File: src/rtl/ks_cfg.svh
`ifndef KS_CFG_SVH
`define KS_CFG_SVH

//////////////////////////////
// Adder geometry
//////////////////////////////

// Operand width, must be a power of two
`define KS_WIDTH 32

// Prefix levels, log2 of the width
// Distances run 1, 2, 4 ... KS_WIDTH/2
`define KS_LEVELS 5

`endif

File: src/rtl/ks_prefix_pkg.sv
`include "ks_cfg.svh"

// Carry network types
package ks_prefix_pkg;

	// Index 0 is carry-in, index i+1 belongs to operand bit i
	// Used for both generate and propagate
	typedef logic [`KS_WIDTH:0] pg_vec_t;

	// Per-bit a ^ b, rides along with the prefix vectors
	typedef logic [`KS_WIDTH-1:0] half_sum_t;

endpackage

File: src/rtl/ks_word_pkg.sv
`include "ks_cfg.svh"

// Words seen at the adder boundary
package ks_word_pkg;

	// Operand a, operand b and the sum
	typedef logic [`KS_WIDTH-1:0] word_t;

endpackage

File: src/rtl/ks_adder.sv
`include "ks_cfg.svh"

module ks_adder
	import ks_word_pkg::*;
	import ks_prefix_pkg::*;
(
	input  logic  clk,
	input  logic  rst_n,

	input  logic  in_valid,
	output logic  in_ready,
	input  word_t a,
	input  word_t b,
	input  logic  cin,

	output logic  out_valid,
	input  logic  out_ready,
	output word_t sum,
	output logic  cout
);

	// Slot l feeds prefix level l, slot KS_LEVELS feeds the sum stage
	logic [`KS_LEVELS:0] lvl_valid;
	logic [`KS_LEVELS:0] lvl_ready;
	pg_vec_t             lvl_gen [`KS_LEVELS+1];
	pg_vec_t             lvl_prop [`KS_LEVELS+1];
	half_sum_t           lvl_half_sum [`KS_LEVELS+1];

	//////////////////////////////
	// Pre-processing
	//////////////////////////////

	ks_pg_stage u_pg_stage (
		.clk       (clk),
		.rst_n     (rst_n),
		.in_valid  (in_valid),
		.in_ready  (in_ready),
		.a         (a),
		.b         (b),
		.cin       (cin),
		.out_valid (lvl_valid[0]),
		.out_ready (lvl_ready[0]),
		.gen       (lvl_gen[0]),
		.prop      (lvl_prop[0]),
		.half_sum  (lvl_half_sum[0])
	);

	//////////////////////////////
	// Prefix tree
	//////////////////////////////

	// Distance doubles every level
	for (genvar l = 0; l < `KS_LEVELS; l++) begin : g_level
		ks_prefix_level #(
			.DIST (1 << l)
		) u_prefix_level (
			.clk          (clk),
			.rst_n        (rst_n),
			.in_valid     (lvl_valid[l]),
			.in_ready     (lvl_ready[l]),
			.gen_in       (lvl_gen[l]),
			.prop_in      (lvl_prop[l]),
			.half_sum_in  (lvl_half_sum[l]),
			.out_valid    (lvl_valid[l+1]),
			.out_ready    (lvl_ready[l+1]),
			.gen_out      (lvl_gen[l+1]),
			.prop_out     (lvl_prop[l+1]),
			.half_sum_out (lvl_half_sum[l+1])
		);
	end

	//////////////////////////////
	// Sum
	//////////////////////////////

	// Last propagate vector has no consumer
	ks_sum_stage u_sum_stage (
		.clk         (clk),
		.rst_n       (rst_n),
		.in_valid    (lvl_valid[`KS_LEVELS]),
		.in_ready    (lvl_ready[`KS_LEVELS]),
		.gen_in      (lvl_gen[`KS_LEVELS]),
		.half_sum_in (lvl_half_sum[`KS_LEVELS]),
		.out_valid   (out_valid),
		.out_ready   (out_ready),
		.sum         (sum),
		.cout        (cout)
	);

endmodule

File: src/rtl/ks_pg_stage.sv
module ks_pg_stage
	import ks_word_pkg::*;
	import ks_prefix_pkg::*;
(
	input  logic      clk,
	input  logic      rst_n,

	input  logic      in_valid,
	output logic      in_ready,
	input  word_t     a,
	input  word_t     b,
	input  logic      cin,

	output logic      out_valid,
	input  logic      out_ready,
	output pg_vec_t   gen,
	output pg_vec_t   prop,
	output half_sum_t half_sum
);

	pg_vec_t   gen_nxt;
	pg_vec_t   prop_nxt;
	half_sum_t half_sum_nxt;
	logic      load;

	//////////////////////////////
	// Bitwise generate/propagate
	//////////////////////////////

	// Carry-in sits at position zero as a pure generate
	assign gen_nxt      = {a & b, cin};
	assign prop_nxt     = {a | b, 1'b1};
	assign half_sum_nxt = a ^ b;

	//////////////////////////////
	// Pipeline register
	//////////////////////////////

	// Accept when empty or when the slot drains this cycle
	assign in_ready = !out_valid || out_ready;
	assign load     = in_valid && in_ready;

	always_ff @(posedge clk or negedge rst_n) begin
		if (!rst_n) begin
			out_valid <= 1'b0;
		end else if (load) begin
			out_valid <= 1'b1;
		end else if (out_ready) begin
			out_valid <= 1'b0;
		end
	end

	always_ff @(posedge clk) begin
		if (load) begin
			gen      <= gen_nxt;
			prop     <= prop_nxt;
			half_sum <= half_sum_nxt;
		end
	end

endmodule

File: src/rtl/ks_prefix_level.sv
`include "ks_cfg.svh"

module ks_prefix_level
	import ks_prefix_pkg::*;
#(
	parameter int DIST = 1
) (
	input  logic      clk,
	input  logic      rst_n,

	input  logic      in_valid,
	output logic      in_ready,
	input  pg_vec_t   gen_in,
	input  pg_vec_t   prop_in,
	input  half_sum_t half_sum_in,

	output logic      out_valid,
	input  logic      out_ready,
	output pg_vec_t   gen_out,
	output pg_vec_t   prop_out,
	output half_sum_t half_sum_out
);

	pg_vec_t gen_nxt;
	pg_vec_t prop_nxt;
	logic    load;

	//////////////////////////////
	// Combining level
	//////////////////////////////

	// Each position i looks back to i - DIST
	for (genvar i = 0; i <= `KS_WIDTH; i++) begin : g_pos
		if (i < DIST) begin : g_pass
			// Already resolved down to carry-in
			assign gen_nxt[i]  = gen_in[i];
			assign prop_nxt[i] = prop_in[i];
		end else if (i < 2 * DIST) begin : g_grey
			// Span reaches position zero, only the carry matters now
			assign gen_nxt[i]  = gen_in[i] | (prop_in[i] & gen_in[i-DIST]);
			assign prop_nxt[i] = 1'b0;
		end else begin : g_black
			assign gen_nxt[i]  = gen_in[i] | (prop_in[i] & gen_in[i-DIST]);
			assign prop_nxt[i] = prop_in[i] & prop_in[i-DIST];
		end
	end

	//////////////////////////////
	// Pipeline register
	//////////////////////////////

	assign in_ready = !out_valid || out_ready;
	assign load     = in_valid && in_ready;

	always_ff @(posedge clk or negedge rst_n) begin
		if (!rst_n) begin
			out_valid <= 1'b0;
		end else if (load) begin
			out_valid <= 1'b1;
		end else if (out_ready) begin
			out_valid <= 1'b0;
		end
	end

	// Half-sum is not touched by the tree
	always_ff @(posedge clk) begin
		if (load) begin
			gen_out      <= gen_nxt;
			prop_out     <= prop_nxt;
			half_sum_out <= half_sum_in;
		end
	end

endmodule

File: src/rtl/ks_sum_stage.sv
`include "ks_cfg.svh"

module ks_sum_stage
	import ks_word_pkg::*;
	import ks_prefix_pkg::*;
(
	input  logic      clk,
	input  logic      rst_n,

	input  logic      in_valid,
	output logic      in_ready,
	input  pg_vec_t   gen_in,
	input  half_sum_t half_sum_in,

	output logic      out_valid,
	input  logic      out_ready,
	output word_t     sum,
	output logic      cout
);

	word_t sum_nxt;
	logic  cout_nxt;
	logic  msb_carry;
	logic  load;

	//////////////////////////////
	// Final XOR and carry-out
	//////////////////////////////

	// Group generate at index i is the carry into bit i
	assign sum_nxt   = half_sum_in ^ gen_in[`KS_WIDTH-1:0];
	assign msb_carry = gen_in[`KS_WIDTH-1];

	// Top span ends at bit 0 and misses cin,
	// so close it through the carry into the msb
	assign cout_nxt = gen_in[`KS_WIDTH] | (half_sum_in[`KS_WIDTH-1] & msb_carry);

	//////////////////////////////
	// Output register
	//////////////////////////////

	assign in_ready = !out_valid || out_ready;
	assign load     = in_valid && in_ready;

	always_ff @(posedge clk or negedge rst_n) begin
		if (!rst_n) begin
			out_valid <= 1'b0;
		end else if (load) begin
			out_valid <= 1'b1;
		end else if (out_ready) begin
			out_valid <= 1'b0;
		end
	end

	always_ff @(posedge clk) begin
		if (load) begin
			sum  <= sum_nxt;
			cout <= cout_nxt;
		end
	end

endmodule

File: config.mk
export PLATFORM = sky130hd
export DESIGN_NAME = ks_adder
export DESIGN_NICKNAME = d
export VERILOG_FILES = /design/src/rtl/ks_prefix_pkg.sv /design/src/rtl/ks_word_pkg.sv /design/src/rtl/ks_adder.sv /design/src/rtl/ks_pg_stage.sv /design/src/rtl/ks_prefix_level.sv /design/src/rtl/ks_sum_stage.sv
export VERILOG_INCLUDE_DIRS = /design/src /design/src/rtl
export SDC_FILE = /design/constraint.sdc
export NUM_CORES = 1
export LEC_CHECK = 0
export ABC_AREA = 1
export BUFFER_PORTS_ARGS = -buffer_cell sky130_fd_sc_hd__buf_2
export CORE_MARGIN = 4
export CORE_UTILIZATION = 45
export CTS_BUF_LIST = sky130_fd_sc_hd__clkbuf_4 sky130_fd_sc_hd__clkbuf_8 sky130_fd_sc_hd__clkbuf_16
export CTS_CLUSTER_DIAMETER = 100
export DETAILED_ROUTE_END_ITERATION = 8
export PLACE_DENSITY = 0.73
export SYNTH_ARGS = -nofsm -noshare
export SYNTH_HDL_FRONTEND = slang
export SYNTH_SLANG_ARGS = --single-unit
File: constraint.sdc
create_clock -name clk -period 7.4 [get_ports clk]
set_input_delay 0.37 -clock clk [delete_from_list [all_inputs] [get_ports clk]]
set_output_delay 0.37 -clock clk [all_outputs]
set_load 0.005 [all_outputs]
==> results.txt, run 1 <==
The flow ran to the end, and the final reports show no timing, DRC or antenna violations. STA classifies the critical path endpoint as a flip-flop. Synthesis inferred between 500 and 600 register bits. A synthesized cell averages between 15 and 20 sq um. The clock share of power is 0.309. In this run the critical register-to-register path is launched from u_sum_stage.out_valid. Of the total power, the share spent switching nets is 0.229. Buffers inserted during clock tree synthesis total 49. The final count of pins violating max slew is 0. Once routing completed, OpenROAD measured the worst setup slack at ~5000 ps. The count of standard-cell rows came out at 78.

After detailed routing, the number of remaining DRC violations is 0. The cell with the biggest individual delay on the critical path is sky130_fd_sc_hd__buf_4. In this run, post-CTS hold repair placed 2 buffers. The clock tree root driver cell is sky130_fd_sc_hd__clkbuf_16. The setup path with the least slack is of type flip-flop to flip-flop. The logic gate share of total power came out at 0.090.

The max-cap check violation count is 0. The routed design uses about 1200 um of met3 wire. The worst hold path depth is 3. The count of cell types in the netlist is 12. Once the clock tree was built, the setup fixing pass inserted 0 buffers. The largest vdd supply drop came out at approximately 0.00020 V.

The routed length per placed instance came out at between 10 and 15 um. The initial antenna violation count was 0. The minimum clock period after layout is around 2400 ps. The number of iterations in the first detailed-routing pass came out at 5. Among all flip-flop cells after synthesis, the most frequent one is sky130_fd_sc_hd__edfxtp_1. The number of cells on the worst reg-to-reg path came out at 8.

The die outline height came out at approximately 220 um. The initial core utilization is 0.455. The startpoint identified for the worst hold timing path is in_valid. The maximum fanout along the worst path came out at 77.

The worst-case clock skew came out at around 16 ps. The post-cts sizing count is 0. The number of DRC violations after detailed-routing iteration 0 came out at approximately 590. The relative max-transition margin is 0.309. The total via count in the routed design is about 9,100.

The global-route total usage across every layer is 0.122. The fmax is about 420 MHz. The clock tree buffer depth came out at 3. The routability congestion estimate came out at 0.805. The number of top-level design ports came out at approximately 100. The static leakage power came out at around 10 nW. The post-synth net total came out at ~1,400. The power dissipated by switching net loads is approximately 1.8 mW.

The final total negative setup slack came out at 0 ps. The fraction of registers with async set/reset is 0.0124. The met1 wire length is roughly 13,000 um. Signal routing reaches up to met4. The sequential cell area fraction in the yosys report is 0.820. The path with the worst hold slack has its endpoint at u_pg_stage.out_valid. The largest net degree at the start of global routing came out at 85. The die outline area is between 40,000 and 50,000 sq um.

The area share of the largest cell type after synthesis came out at 0.812. The number of global-route vias before repair is about 9,300. The count of final hold-check violations came out at 0. On the worst path, the slowest cell contributes a delay of a little under 500 ps. At the later pin of the worst-skew pair, clock insertion delay measures between 500 and 600 ps. The post-detailed-placement half-perimeter wirelength is between 20,000 and 25,000 um.

Fill cells in the final layout number approximately 3,600. Counting flops with a built-in enable in the synthesized netlist gives 557. Traced cell by cell, the critical path runs through inv_1 > nor2_2 > nand4_2 > nor2_2 > nand2_1 > nand2_1 > clkinv_2 > buf_4. The met2 wire length is approximately 15,000 um. The detail route stage leaves a number of antenna-violating nets equal to 0. The most common cell in the synthesized netlist is sky130_fd_sc_hd__edfxtp_1.

The total congestion overflow came out at 0. Of the cells placed in the final design, the portion with a size suffix greater than 1 is 0.135. The H-tree generated during clock tree synthesis spans 2 levels. The repair_antennas step left the layout with diodes totalling 0. The share of total power dissipated in sequential elements is 0.601.

The transition time of the tightest slew-check pin came out at about 1000 ps. By count the netlist is led by sky130_fd_sc_hd__edfxtp_1 (557), sky130_fd_sc_hd__inv_1 (293), sky130_fd_sc_hd__nand2_1 (279), sky130_fd_sc_hd__ha_1 (65), sky130_fd_sc_hd__a21o_1 (51). The type of the most critical hold path is input port to flip-flop.

The mapped netlist covers between 20,000 and 25,000 sq um. The final layout contains ~1,600 nets. Setup violations remaining at the end of the flow were counted as 0. The power per unit of standard cell area is roughly 330 nW/um^2. The post-synthesis cell count came out at around 1,300. In the finished design, the share of the clock period the worst path needs comes to 0.323. The area growth from synthesis to layout is 14.1%.

The quantity of I/O buffers inserted on ports came out at around 100. From left edge to right edge, the die measures 222 um. The capture instance of the worst register-to-register path is g_level[0].u_prefix_level.gen_out[30].

The placeable core region came out at about 45,000 sq um. The critical path arrival came out at ~2600 ps. The worst reg-to-reg setup slack came out at between 5000 and 6000 ps. sky130_fd_sc_hd__edfxtp_1 takes more of the synthesized area than any other cell. The number of warnings printed during yosys synthesis came out at 0. The worst setup slack before clock tree synthesis is 4920 ps. The clock transition time at the flip-flop clock pins of the worst setup and hold paths is roughly 60 ps. The kind of launch point of the worst setup path is a flip-flop. TritonCTS built the clock tree. The required time at the worst-slack endpoint is roughly 7600 ps. The number of sinks on the clock net is approximately 560. The final total power came out at about 7.8 mW. The per-cell via count in the routed design came out at ~4.3. The overall routed net length is ~30,000 um. The cell-internal power is just over 6 mW. The first global-routing pass estimated ~48,000 um of wire. Setup repair after global routing left no endpoint under its margin. Ranked by total cell area, the synthesized netlist is headed by sky130_fd_sc_hd__edfxtp_1 (81%), sky130_fd_sc_hd__inv_1 (5.3%), sky130_fd_sc_hd__nand2_1 (5.1%), sky130_fd_sc_hd__ha_1 (3.9%), sky130_fd_sc_hd__a21o_1 (1.9%).
worst max path at each step:
stage / cells past startpoint / slack [ps] / from / end
6_report: 8 / 5010 / u_sum_stage.out_valid / g_level[0].u_prefix_level.gen_out[30]
5_1_grt: 8 / 4820 / u_sum_stage.out_valid / g_level[0].u_prefix_level.gen_out[30]
4_1_cts: 8 / 4990 / u_sum_stage.out_valid / g_level[0].u_prefix_level.prop_out[32]
3_5_place_dp: 8 / 4920 / out_ready / u_pg_stage.half_sum[30]
3_3_place_gp: 8 / 5000 / out_ready / u_pg_stage.gen[32]
2_1_floorplan: 5 / 2260 / u_sum_stage.out_valid / g_level[1].u_prefix_level.gen_out[0]
critical path, delay by kind of cell, from the launching register on:
family | cells | cell delay [ps]
flops | 1 | 380
buf+inv | 3 | 840
simple gates | 5 | 710
cell usage in the layout (no fill, tap or decap), drive strengths merged:
cell type,count
inv,293
nand2,279
ha,65
edfxtp,557
o21ai,2
clkinvlp,2
dfrtp,7
a21o,51
or2,1
bufinv,4
nor2,6
dlygate4sd3,2
clkbuf,57
buf,109
clkinv,25
xor2,31
nand4,3
power groups by stage:
stage               Sequential [mW]  Combinational, mW  Clock [mW]
finish                         4.71              0.704        2.42
global route                   4.78              0.804        2.63
CTS                            4.73              0.728        2.48
detailed placement             4.79              0.720           0
global placement               4.77              0.702           0
floorplan                      4.71              0.421           0
flip-flops by register name, indices dropped and copies added, names as in the netlist:
register and flops:
g_level.u_prefix_level.gen_out 165, g_level.u_prefix_level.half_sum_out 160, g_level.u_prefix_level.out_valid 5, g_level.u_prefix_level.prop_out 102, u_pg_stage.gen 33, u_pg_stage.half_sum 32, u_pg_stage.out_valid 1, u_pg_stage.prop 32
u_sum_stage.cout 1, u_sum_stage.out_valid 1, u_sum_stage.sum 32
metrics by stage:
step                      instance area [sq um]  hold slack [ps]   util  std cells
final                                     23500             48.6  0.519       2094
after global routing                      23500             43.0  0.519       2094
after CTS                                 23500             14.6  0.519       2094
after detailed placement                  21900              211  0.484       2004
after global placement                    21900              206  0.484       2004
after floorplan                           20600             74.4      -       1295
area by class of cell:
| class | instances | area, sq um | area share |
|---|---|---|---|
| clock buffer | 57 | 1290 | 0.0547 |
| multi-input combinational | 438 | 2620 | 0.112 |
| inverter | 293 | 1100 | 0.0469 |
| sequential | 564 | 16900 | 0.719 |
| clock inverter | 31 | 264 | 0.0112 |
| tap | 600 | 751 | 0.0319 |
| timing repair buffer | 111 | 581 | 0.0247 |
per-layer routing:
metal	track usage	vias to the layer above
met5	0	-
met2	0.211	167
li1	-	4626
met3	0.0234	51
met1	0.155	4213
met4	0.0402	0
logic make-up after synthesis:
logic type / Yosys count / synth area share
adder cells (fa/ha/maj): 65 / 0.0395
AO/OA/AOI/OAI: 53 / 0.0191
flip-flops: 564 / 0.820
buffers and inverters: 293 / 0.0534
XOR/XNOR: 31 / 0.0132
AND/OR/NAND/NOR: 289 / 0.0544
(Power assumes the default switching activity.)
==> inputs of run 2 (changes only) <==
Settings changed: ABC_AREA 1 to 0, PLACE_DENSITY 0.73 to 0.75.
Clock period 7.4 ns to 2.16 ns, I/O delays scaled along.
==> results.txt, run 2 <==
The worst-case clock skew is 17.7 ps (+1.55 ps). The largest area contributor in the synthesized netlist is sky130_fd_sc_hd__edfxtp_1. The number of DRC violations after detailed-routing iteration 0 is 637 (+8.5%). The worst hold path depth came to 2 (-1). The ratio of cells with drive above 1 in the final layout was 0.165 (+0.0293). The initial antenna violation count came out at 0 (unchanged). The post-CTS setup buffer count came out at 0 (unchanged).

The number of global-route vias before repair was 9,361 (+0.87%). The clock share of power came to 0.307 (-0.002). The basic-gate share of the synthesized area counting and, or, nand and nor cells is 0.0356 (-0.0188). The number of nets in the finished design is 1,441 (-9.4%). The worst setup path is launched from a flip-flop.

The min-delay analysis places its worst path in the category input port to flip-flop. The die boundary width is 220 um (-1.0%). The multiplexer share of the synthesized area is 0 (unchanged). The clock tree buffer depth is 3 (unchanged). Setup repair after global routing left no endpoint under its margin. The placeable core region is 44,200 sq um (-2.3%). The number of register bits inferred by synthesis is 564 (unchanged). The post-synthesis cell count came to 1,016 (-22%).

The die outline height is 220 um (-1.0%). The flip-flop count of the largest register, all copies and words added is 165 (unchanged). STA classifies the critical path endpoint as a primary output.

The routability congestion estimate came out at 0.802 (-0.38%). The cell-internal power is 20.2 mW (+230%). The clock latency on the worst-skew pair is 550 ps (about the same).

Counting instances in the post-synthesis netlist gives the leading cell types as sky130_fd_sc_hd__edfxtp_1 (557), sky130_fd_sc_hd__a21o_1 (136), sky130_fd_sc_hd__and2_1 (105), sky130_fd_sc_hd__inv_1 (98), sky130_fd_sc_hd__ha_1 (65). The most used flip-flop cell after synthesis is sky130_fd_sc_hd__edfxtp_1. The logic gate share of total power came out at 0.090 (about the same).

The flow ran to the end, and the final reports show no timing, DRC or antenna violations. The number of fill cells in the layout came out at 3,256 (-8.7%). The mean instance size in the synthesized netlist was 19.8 sq um (+25%). The cell area after technology mapping is 20,200 sq um (-2.1%). The initial core utilization is 0.456 (+0.00111). The power share of the sequential group is 0.603 (+0.002). The library cell used most frequently in the layout, excluding fill and tap cells, is sky130_fd_sc_hd__edfxtp_1.

The global-route total usage across every layer came out at 0.133 (+0.0113). The fraction of registers with async set/reset is 0.0124 (unchanged). The adder and majority gate portion of the synthesized area is 0.0403 (+0.000850). The core occupancy in the finished layout came to 0.551 (+0.0314).

The sequential cell area fraction in the yosys report was 0.838 (+0.0177). The power dissipated by switching net loads is 5.61 mW (+210%). The overall routed net length is 31,400 um (+5.0%). The count of cell types in the netlist came out at 21 (+9). The relative max-transition margin came out at 0.641 (+0.332).

Counting flops per register, the top entry is g_level.u_prefix_level.gen_out. The area share of the largest cell type after synthesis is 0.829 (+0.0175). The count of final hold-check violations came out at 0 (unchanged). The static leakage power is 9.46 nW (-5.8%). The final count of pins violating max slew came out at 0 (unchanged).

The clock transition time at the flip-flop clock pins of the worst setup and hold paths came out at 70 ps (about the same). The total congestion overflow is 0 (unchanged). The largest net degree at the start of global routing is 83 (-2.4%).

The worst-case hold slack came out at 309 ps (+260 ps). The number of iterations in the first detailed-routing pass was 5 (unchanged). The filler-free cell count of the finished design was 1,929 (-7.9%). The per-cell via count in the routed design is 4.58 (+5.8%). The number of levels in the clock H-tree is 2 (unchanged).

The post-detailed-placement half-perimeter wirelength is 22,500 um (+6.1%). The max-cap check violation count came out at 0 (unchanged). The dominant cell by count in the synthesized netlist is sky130_fd_sc_hd__edfxtp_1. The quantity of I/O buffers inserted on ports came out at 103 (unchanged). In the final layout, the registers with the most flip-flops are g_level.u_prefix_level.gen_out x165, g_level.u_prefix_level.half_sum_out x160, g_level.u_prefix_level.prop_out x102. The number of buffers inserted during clock tree synthesis came to 48 (-2.0%). The dominant combinational cell family by area after synthesis is compound AO/OA/AOI/OAI gates. The routed length per placed instance is 16.3 um (+14%).

Dividing the final minimum period by the clock period gives 0.899. The synthesized-area fraction occupied by xor and xnor cells came out at 0.0135 (+0.000284). Leaving out fill and tap cells, the most frequent cells in the layout are sky130_fd_sc_hd__edfxtp_1 (557), sky130_fd_sc_hd__a21o_1 (136), sky130_fd_sc_hd__and2_1 (104). The total via count in the routed design is 8,831 (-2.5%). The number of sinks on the clock net came out at 564 (unchanged). The number of synthesized flops with an enable pin is 557 (unchanged). The power per unit of standard cell area came out at 1060 nW/um^2 (+220%). The maximum fanout along the worst path came to 7 (-91%). The count of standard-cell rows is 77 (-1.3%). TritonCTS built the clock tree. The number of placed cells counting well taps came to 1,748 (-13%).

The type of the worst setup path is flip-flop to primary output. The antenna violation net count after detailed routing is 0 (unchanged). The largest vdd supply drop is 0.000578 V (+180%). The critical path arrival is 1830 ps (-740 ps). The number of top-level design ports is 104 (unchanged). In the post-synthesis netlist, the biggest area contributors are sky130_fd_sc_hd__edfxtp_1 (83%), sky130_fd_sc_hd__a21o_1 (5.1%), sky130_fd_sc_hd__ha_1 (4.0%), sky130_fd_sc_hd__and2_1 (3.3%), sky130_fd_sc_hd__inv_1 (1.8%). Compared with the post-synthesis result, the final layout area differs by 20.7%.

The global-route wire length before repair came out at 50,000 um (+4.6%). The post-synth net total is 1,150 (-20%). The die outline area is 48,300 sq um (-2.0%). The switching share of power came out at 0.218 (-0.0114). The transition time of the tightest slew-check pin came to 538 ps (-498 ps). The number of warnings printed during yosys synthesis is 0 (unchanged). The fmax is 515 MHz. The minimum clock period after layout is roughly 1900 ps. The number of setup violations in the final report is 0 (unchanged). The number of cells on the worst reg-to-reg path came to 4 (-4). The required time at the worst-slack endpoint came out at 2050 ps (-5530 ps). Clock tree synthesis selected as its root buffer the cell sky130_fd_sc_hd__clkbuf_16. The number of remaining DRC errors is 0 (unchanged).

The antenna cell count is 0 (unchanged). The compound-gate portion of the synthesized area is 0.0534 (+0.0343).
[run 2: cell count changes after synthesis, moves of 85 or more]
cell,change
sky130_fd_sc_hd__inv_1,-195
sky130_fd_sc_hd__nand2_1,-279
sky130_fd_sc_hd__and2_1,+105
sky130_fd_sc_hd__a21o_1,+85
[run 2: power by group through the flow]
stage                     Clock (mW)  Combinational, mW  Sequential [mW]
after floorplan                    0               1.25             15.4
after global placement             0               2.14             15.7
after detailed placement           0               2.21             15.8
after CTS                       8.12               2.37             15.6
after global routing            8.63               2.60             15.7
final                           7.92               2.33             15.5
[run 2: cell families (layout without fill, tap and decap cells)]
family	count (synthesis)	after routing
AOI/OAI and AO/OA	142	142
xor gates and xnor gates	31	31
adders and majority gates	65	65
buffers and inverters	100	421
DFF	564	564
and+or+nand+nor	114	114
[run 2: area by class of cell]
type,count,area [sq um],share of cell area
timing repair buffer,243,1940,0.0799
inverter,98,368,0.0151
sequential,564,16900,0.694
multi-input combinational,352,2940,0.121
tap,592,741,0.0304
clock buffer,59,1300,0.0535
clock inverter,21,150,0.00617
[run 2: final timing paths]
| path | to | start | slack, ps |
|---|---|---|---|
| setup / recovery | in_ready | u_sum_stage.out_valid | 220 |
| hold / removal | u_pg_stage.gen[0] | cin | 310 |
| setup reg to reg | u_pg_stage.half_sum[31] | g_level[2].u_prefix_level.out_valid | 270 |
| hold reg to reg | g_level[0].u_prefix_level.half_sum_out[2] | u_pg_stage.half_sum[2] | 410 |
| max in group asynchronous | u_sum_stage.out_valid | rst_n | 1370 |
| min in group asynchronous | g_level[1].u_prefix_level.out_valid | rst_n | 560 |
[run 2: critical path, stage by stage, from the launching register on]
cell and delay [ps]:
sky130_fd_sc_hd__dfrtp_1 380, sky130_fd_sc_hd__and4b_2 440, sky130_fd_sc_hd__buf_4 210, sky130_fd_sc_hd__nand4_1 100
sky130_fd_sc_hd__buf_2 160
[run 2: repair_timing]
action,in CTS,in global routing
setup endpoints to repair,0,1
endpoints found under the hold margin,106,0
hold buffers,101,0
resized for setup,0,1
[run 2: metal layers]
layer | up-vias | track usage | part of all wire
met5 | - | 0 | 0
met4 | 0 | 0.0454 | 0.027
met3 | 58 | 0.0234 | 0.036
met2 | 182 | 0.235 | 0.52
met1 | 4266 | 0.167 | 0.42
li1 | 4325 | - | -
[run 2: per-stage QoR]
| step | power (mW) | area, sq um | setup WS [ps] | setup TNS (ps) |
|---|---|---|---|---|
| 2_1_floorplan | 16.7 | 20200 | -831 | -275340 |
| 3_3_place_gp | 17.9 | 21900 | 242 | 0 |
| 3_5_place_dp | 18.0 | 21900 | 229 | 0 |
| 4_1_cts | 26.1 | 24300 | 17.1 | 0 |
| 5_1_grt | 26.9 | 24300 | 122 | 0 |
| 6_report | 25.8 | 24300 | 219 | 0 |
==> inputs of run 3 (changes only) <==
--- a/constraint.sdc
+++ b/constraint.sdc
@@ -3,2 +3,2 @@
 set_output_delay 0.108 -clock clk [all_outputs]
-set_load 0.005 [all_outputs]
+set_load 0.05 [all_outputs]
==> results.txt, run 3 (same netlist as run 2, synthesis figures left out) <==
The required time at the worst-slack endpoint is 2050 ps (about the same). The clock latency on the worst-skew pair came to 570 ps (+20 ps). The number of cells on the worst reg-to-reg path came to 4 (unchanged). The routability congestion estimate is 0.781 (-2.6%).

The number of levels in the clock H-tree is 2 (unchanged). The placeable core region is 44,200 sq um (unchanged). The number of iterations in the first detailed-routing pass came to 5 (unchanged).

The fmax is 515 MHz (about the same). The critical path arrival is 1830 ps (about the same). The number of nets in the finished design was 1,425 (-1.1%). The die outline area is 48,300 sq um (unchanged).

The die outline height is 220 um (unchanged). The number of DRC violations after detailed-routing iteration 0 came to 551 (-14%). The growth of design area from synthesis to finish is 20.8% (about the same). The per-cell via count in the routed design is 4.55 (-0.61%). The final total negative setup slack was 0 ps (unchanged).

The worst hold path depth is 2 (unchanged). More flip-flops sit in one register than any other, and that register is g_level.u_prefix_level.gen_out. The min-delay analysis places its worst path in the category input port to flip-flop. The count of final hold-check violations came out at 0 (unchanged).

The routed length per placed instance was 16.0 um (-1.5%). The ratio of cells with drive above 1 in the final layout is 0.159 (-0.00515). The transition time of the tightest slew-check pin came to 466 ps (-72.4 ps). The number of global-route vias before repair came to 9,059 (-3.2%). The worst register-to-register path begins at g_level[2].u_prefix_level.out_valid. The largest vdd supply drop came to 0.000586 V (+1.4%).

The power per unit of standard cell area is 1100 nW/um^2 (+3.7%). The post-route fraction of the period consumed by the critical path came to 0.899 (about the same). The static leakage power is 9.45 nW (about the same).

The clock transition time at the flip-flop clock pins of the worst setup and hold paths came out at 60 ps (about the same). The die boundary width came to 220 um (unchanged). The number of top-level design ports is 104 (unchanged). The initial core utilization came out at 0.456 (unchanged). The post-CTS setup buffer count came out at 0 (unchanged).

The worst hold path begins at cin. The maximum fanout along the worst path came out at 7 (unchanged). The library cells used most frequently in the layout, excluding fill and tap cells, are sky130_fd_sc_hd__edfxtp_1 (557), sky130_fd_sc_hd__a21o_1 (136), sky130_fd_sc_hd__and2_1 (104).

The initial antenna violation count came out at 0 (unchanged). The max-cap check violation count was 0 (unchanged). The antenna violation net count after detailed routing came out at 0 (unchanged). The number of sinks on the clock net came out at 564 (unchanged).

The worst reg-to-reg setup slack was 330 ps (+60 ps). The worst-case clock skew was 20.6 ps (+2.91 ps). The slowest stage of the critical path is the sky130_fd_sc_hd__dfrtp_1 cell.

The post-detailed-placement half-perimeter wirelength came out at 21,600 um (-3.9%). The overall routed net length is 30,800 um (-1.8%). The library cell used most frequently in the layout, excluding fill and tap cells, is sky130_fd_sc_hd__edfxtp_1. The worst-case hold path end point is u_pg_stage.gen[0].

The final count of pins violating max slew is 0 (unchanged). The cell sitting at the root of the clock tree is a sky130_fd_sc_hd__clkbuf_16. The worst setup path is captured at a primary output. The quantity of I/O buffers inserted on ports was 103 (unchanged).

The critical path goes through and2_1 > nand4_1 > buf_2. TritonCTS built the clock tree. The sum of buffers and inverters on the critical path came out at 1 (-1). The delay of the slowest cell on the worst path came out at 450 ps (about the same). The final total power came out at 26.8 mW (+3.8%). The number of buffers inserted during clock tree synthesis is 49 (+2.1%). The type of the worst setup path is flip-flop to primary output. The number of remaining DRC errors is 0 (unchanged). In this run the critical register-to-register path is captured at u_pg_stage.gen[20].

The clock tree buffer depth came out at 3 (unchanged). The relative max-transition margin is 0.689 (+0.0483). The flow ran to the end, and the final reports show no timing, DRC or antenna violations. The largest registers in the layout are g_level.u_prefix_level.gen_out x165, g_level.u_prefix_level.half_sum_out x160, g_level.u_prefix_level.prop_out x102. The largest net degree at the start of global routing is 91 (+9.6%). The total congestion overflow came out at 0 (unchanged).

The number of setup violations in the final report came to 0 (unchanged). The global-route total usage across every layer is 0.129 (-0.00370). The total via count in the routed design is 8,750 (-0.92%). On the critical path the largest part of the delay comes from simple AND/OR/NAND/NOR gates. The global-route wire length before repair is 48,400 um (-3.1%). Setup repair after global routing left no endpoint under its margin. The flip-flop count of the largest register, all copies and words added is 165 (unchanged). The core occupancy in the finished layout is 0.551 (about the same). The count of standard-cell rows came out at 77 (unchanged).

The worst setup path is launched from a flip-flop. The minimum clock period after layout is 1940 ps (+0.643 ps).
## run 3: cell type report
cell class / count / area, sq um
multi-input cells: 352 / 2940
repair buffers: 226 / 1830
clock buffers: 64 / 1370
flip-flops and latches: 564 / 16900
well taps: 592 / 741
diodes: 1 / 2.50
clock inverters: 26 / 200
fillers: 3265 / 19900
inverters: 98 / 368
## run 3: per-layer routing
metal / up-vias / track usage / wire [um]
li1: 4309 / - / -
met1: 4199 / 0.162 / 12800
met2: 179 / 0.226 / 15700
met3: 63 / 0.0248 / 1390
met4: 0 / 0.0465 / 895
met5: - / 0 / 0
## run 3: repair_timing
action,in CTS,in global routing
hold buffers,101,0
setup endpoints to repair,0,1
resized for setup,0,1
endpoints found under the hold margin,106,0
## run 3: worst max-delay path by stage
stage | startpoint | end | slack, ps | cells after the start
5_1_grt | g_level[2].u_prefix_level.out_valid | in_ready | 110 | 3
4_1_cts | g_level[4].u_prefix_level.out_valid | in_ready | 10 | 3
2_1_floorplan | u_sum_stage.out_valid | u_pg_stage.gen[0] | -940 | 3
3_5_place_dp | u_sum_stage.out_valid | u_pg_stage.prop[17] | 240 | 4
6_report | g_level[2].u_prefix_level.out_valid | in_ready | 220 | 3
3_3_place_gp | g_level[4].u_prefix_level.out_valid | u_pg_stage.prop[15] | 280 | 4
## run 3: stage by stage
step / instance area (sq um) / cells / setup WS, ps / hold slack [ps]
2_1_floorplan: 20200 / 1016 / -941 / -188
3_3_place_gp: 21800 / 1731 / 281 / -58.9
3_5_place_dp: 21800 / 1731 / 239 / -51.2
4_1_cts: 24400 / 1922 / 12.0 / 252
5_1_grt: 24400 / 1922 / 114 / 287
6_report: 24400 / 1923 / 218 / 285
## run 3: report_power, final
group          internal, mW  switching, mW  total, mW
clock                  4.84           3.56       8.40
sequential             14.7          0.871       15.5
combinational         0.974           1.87       2.85
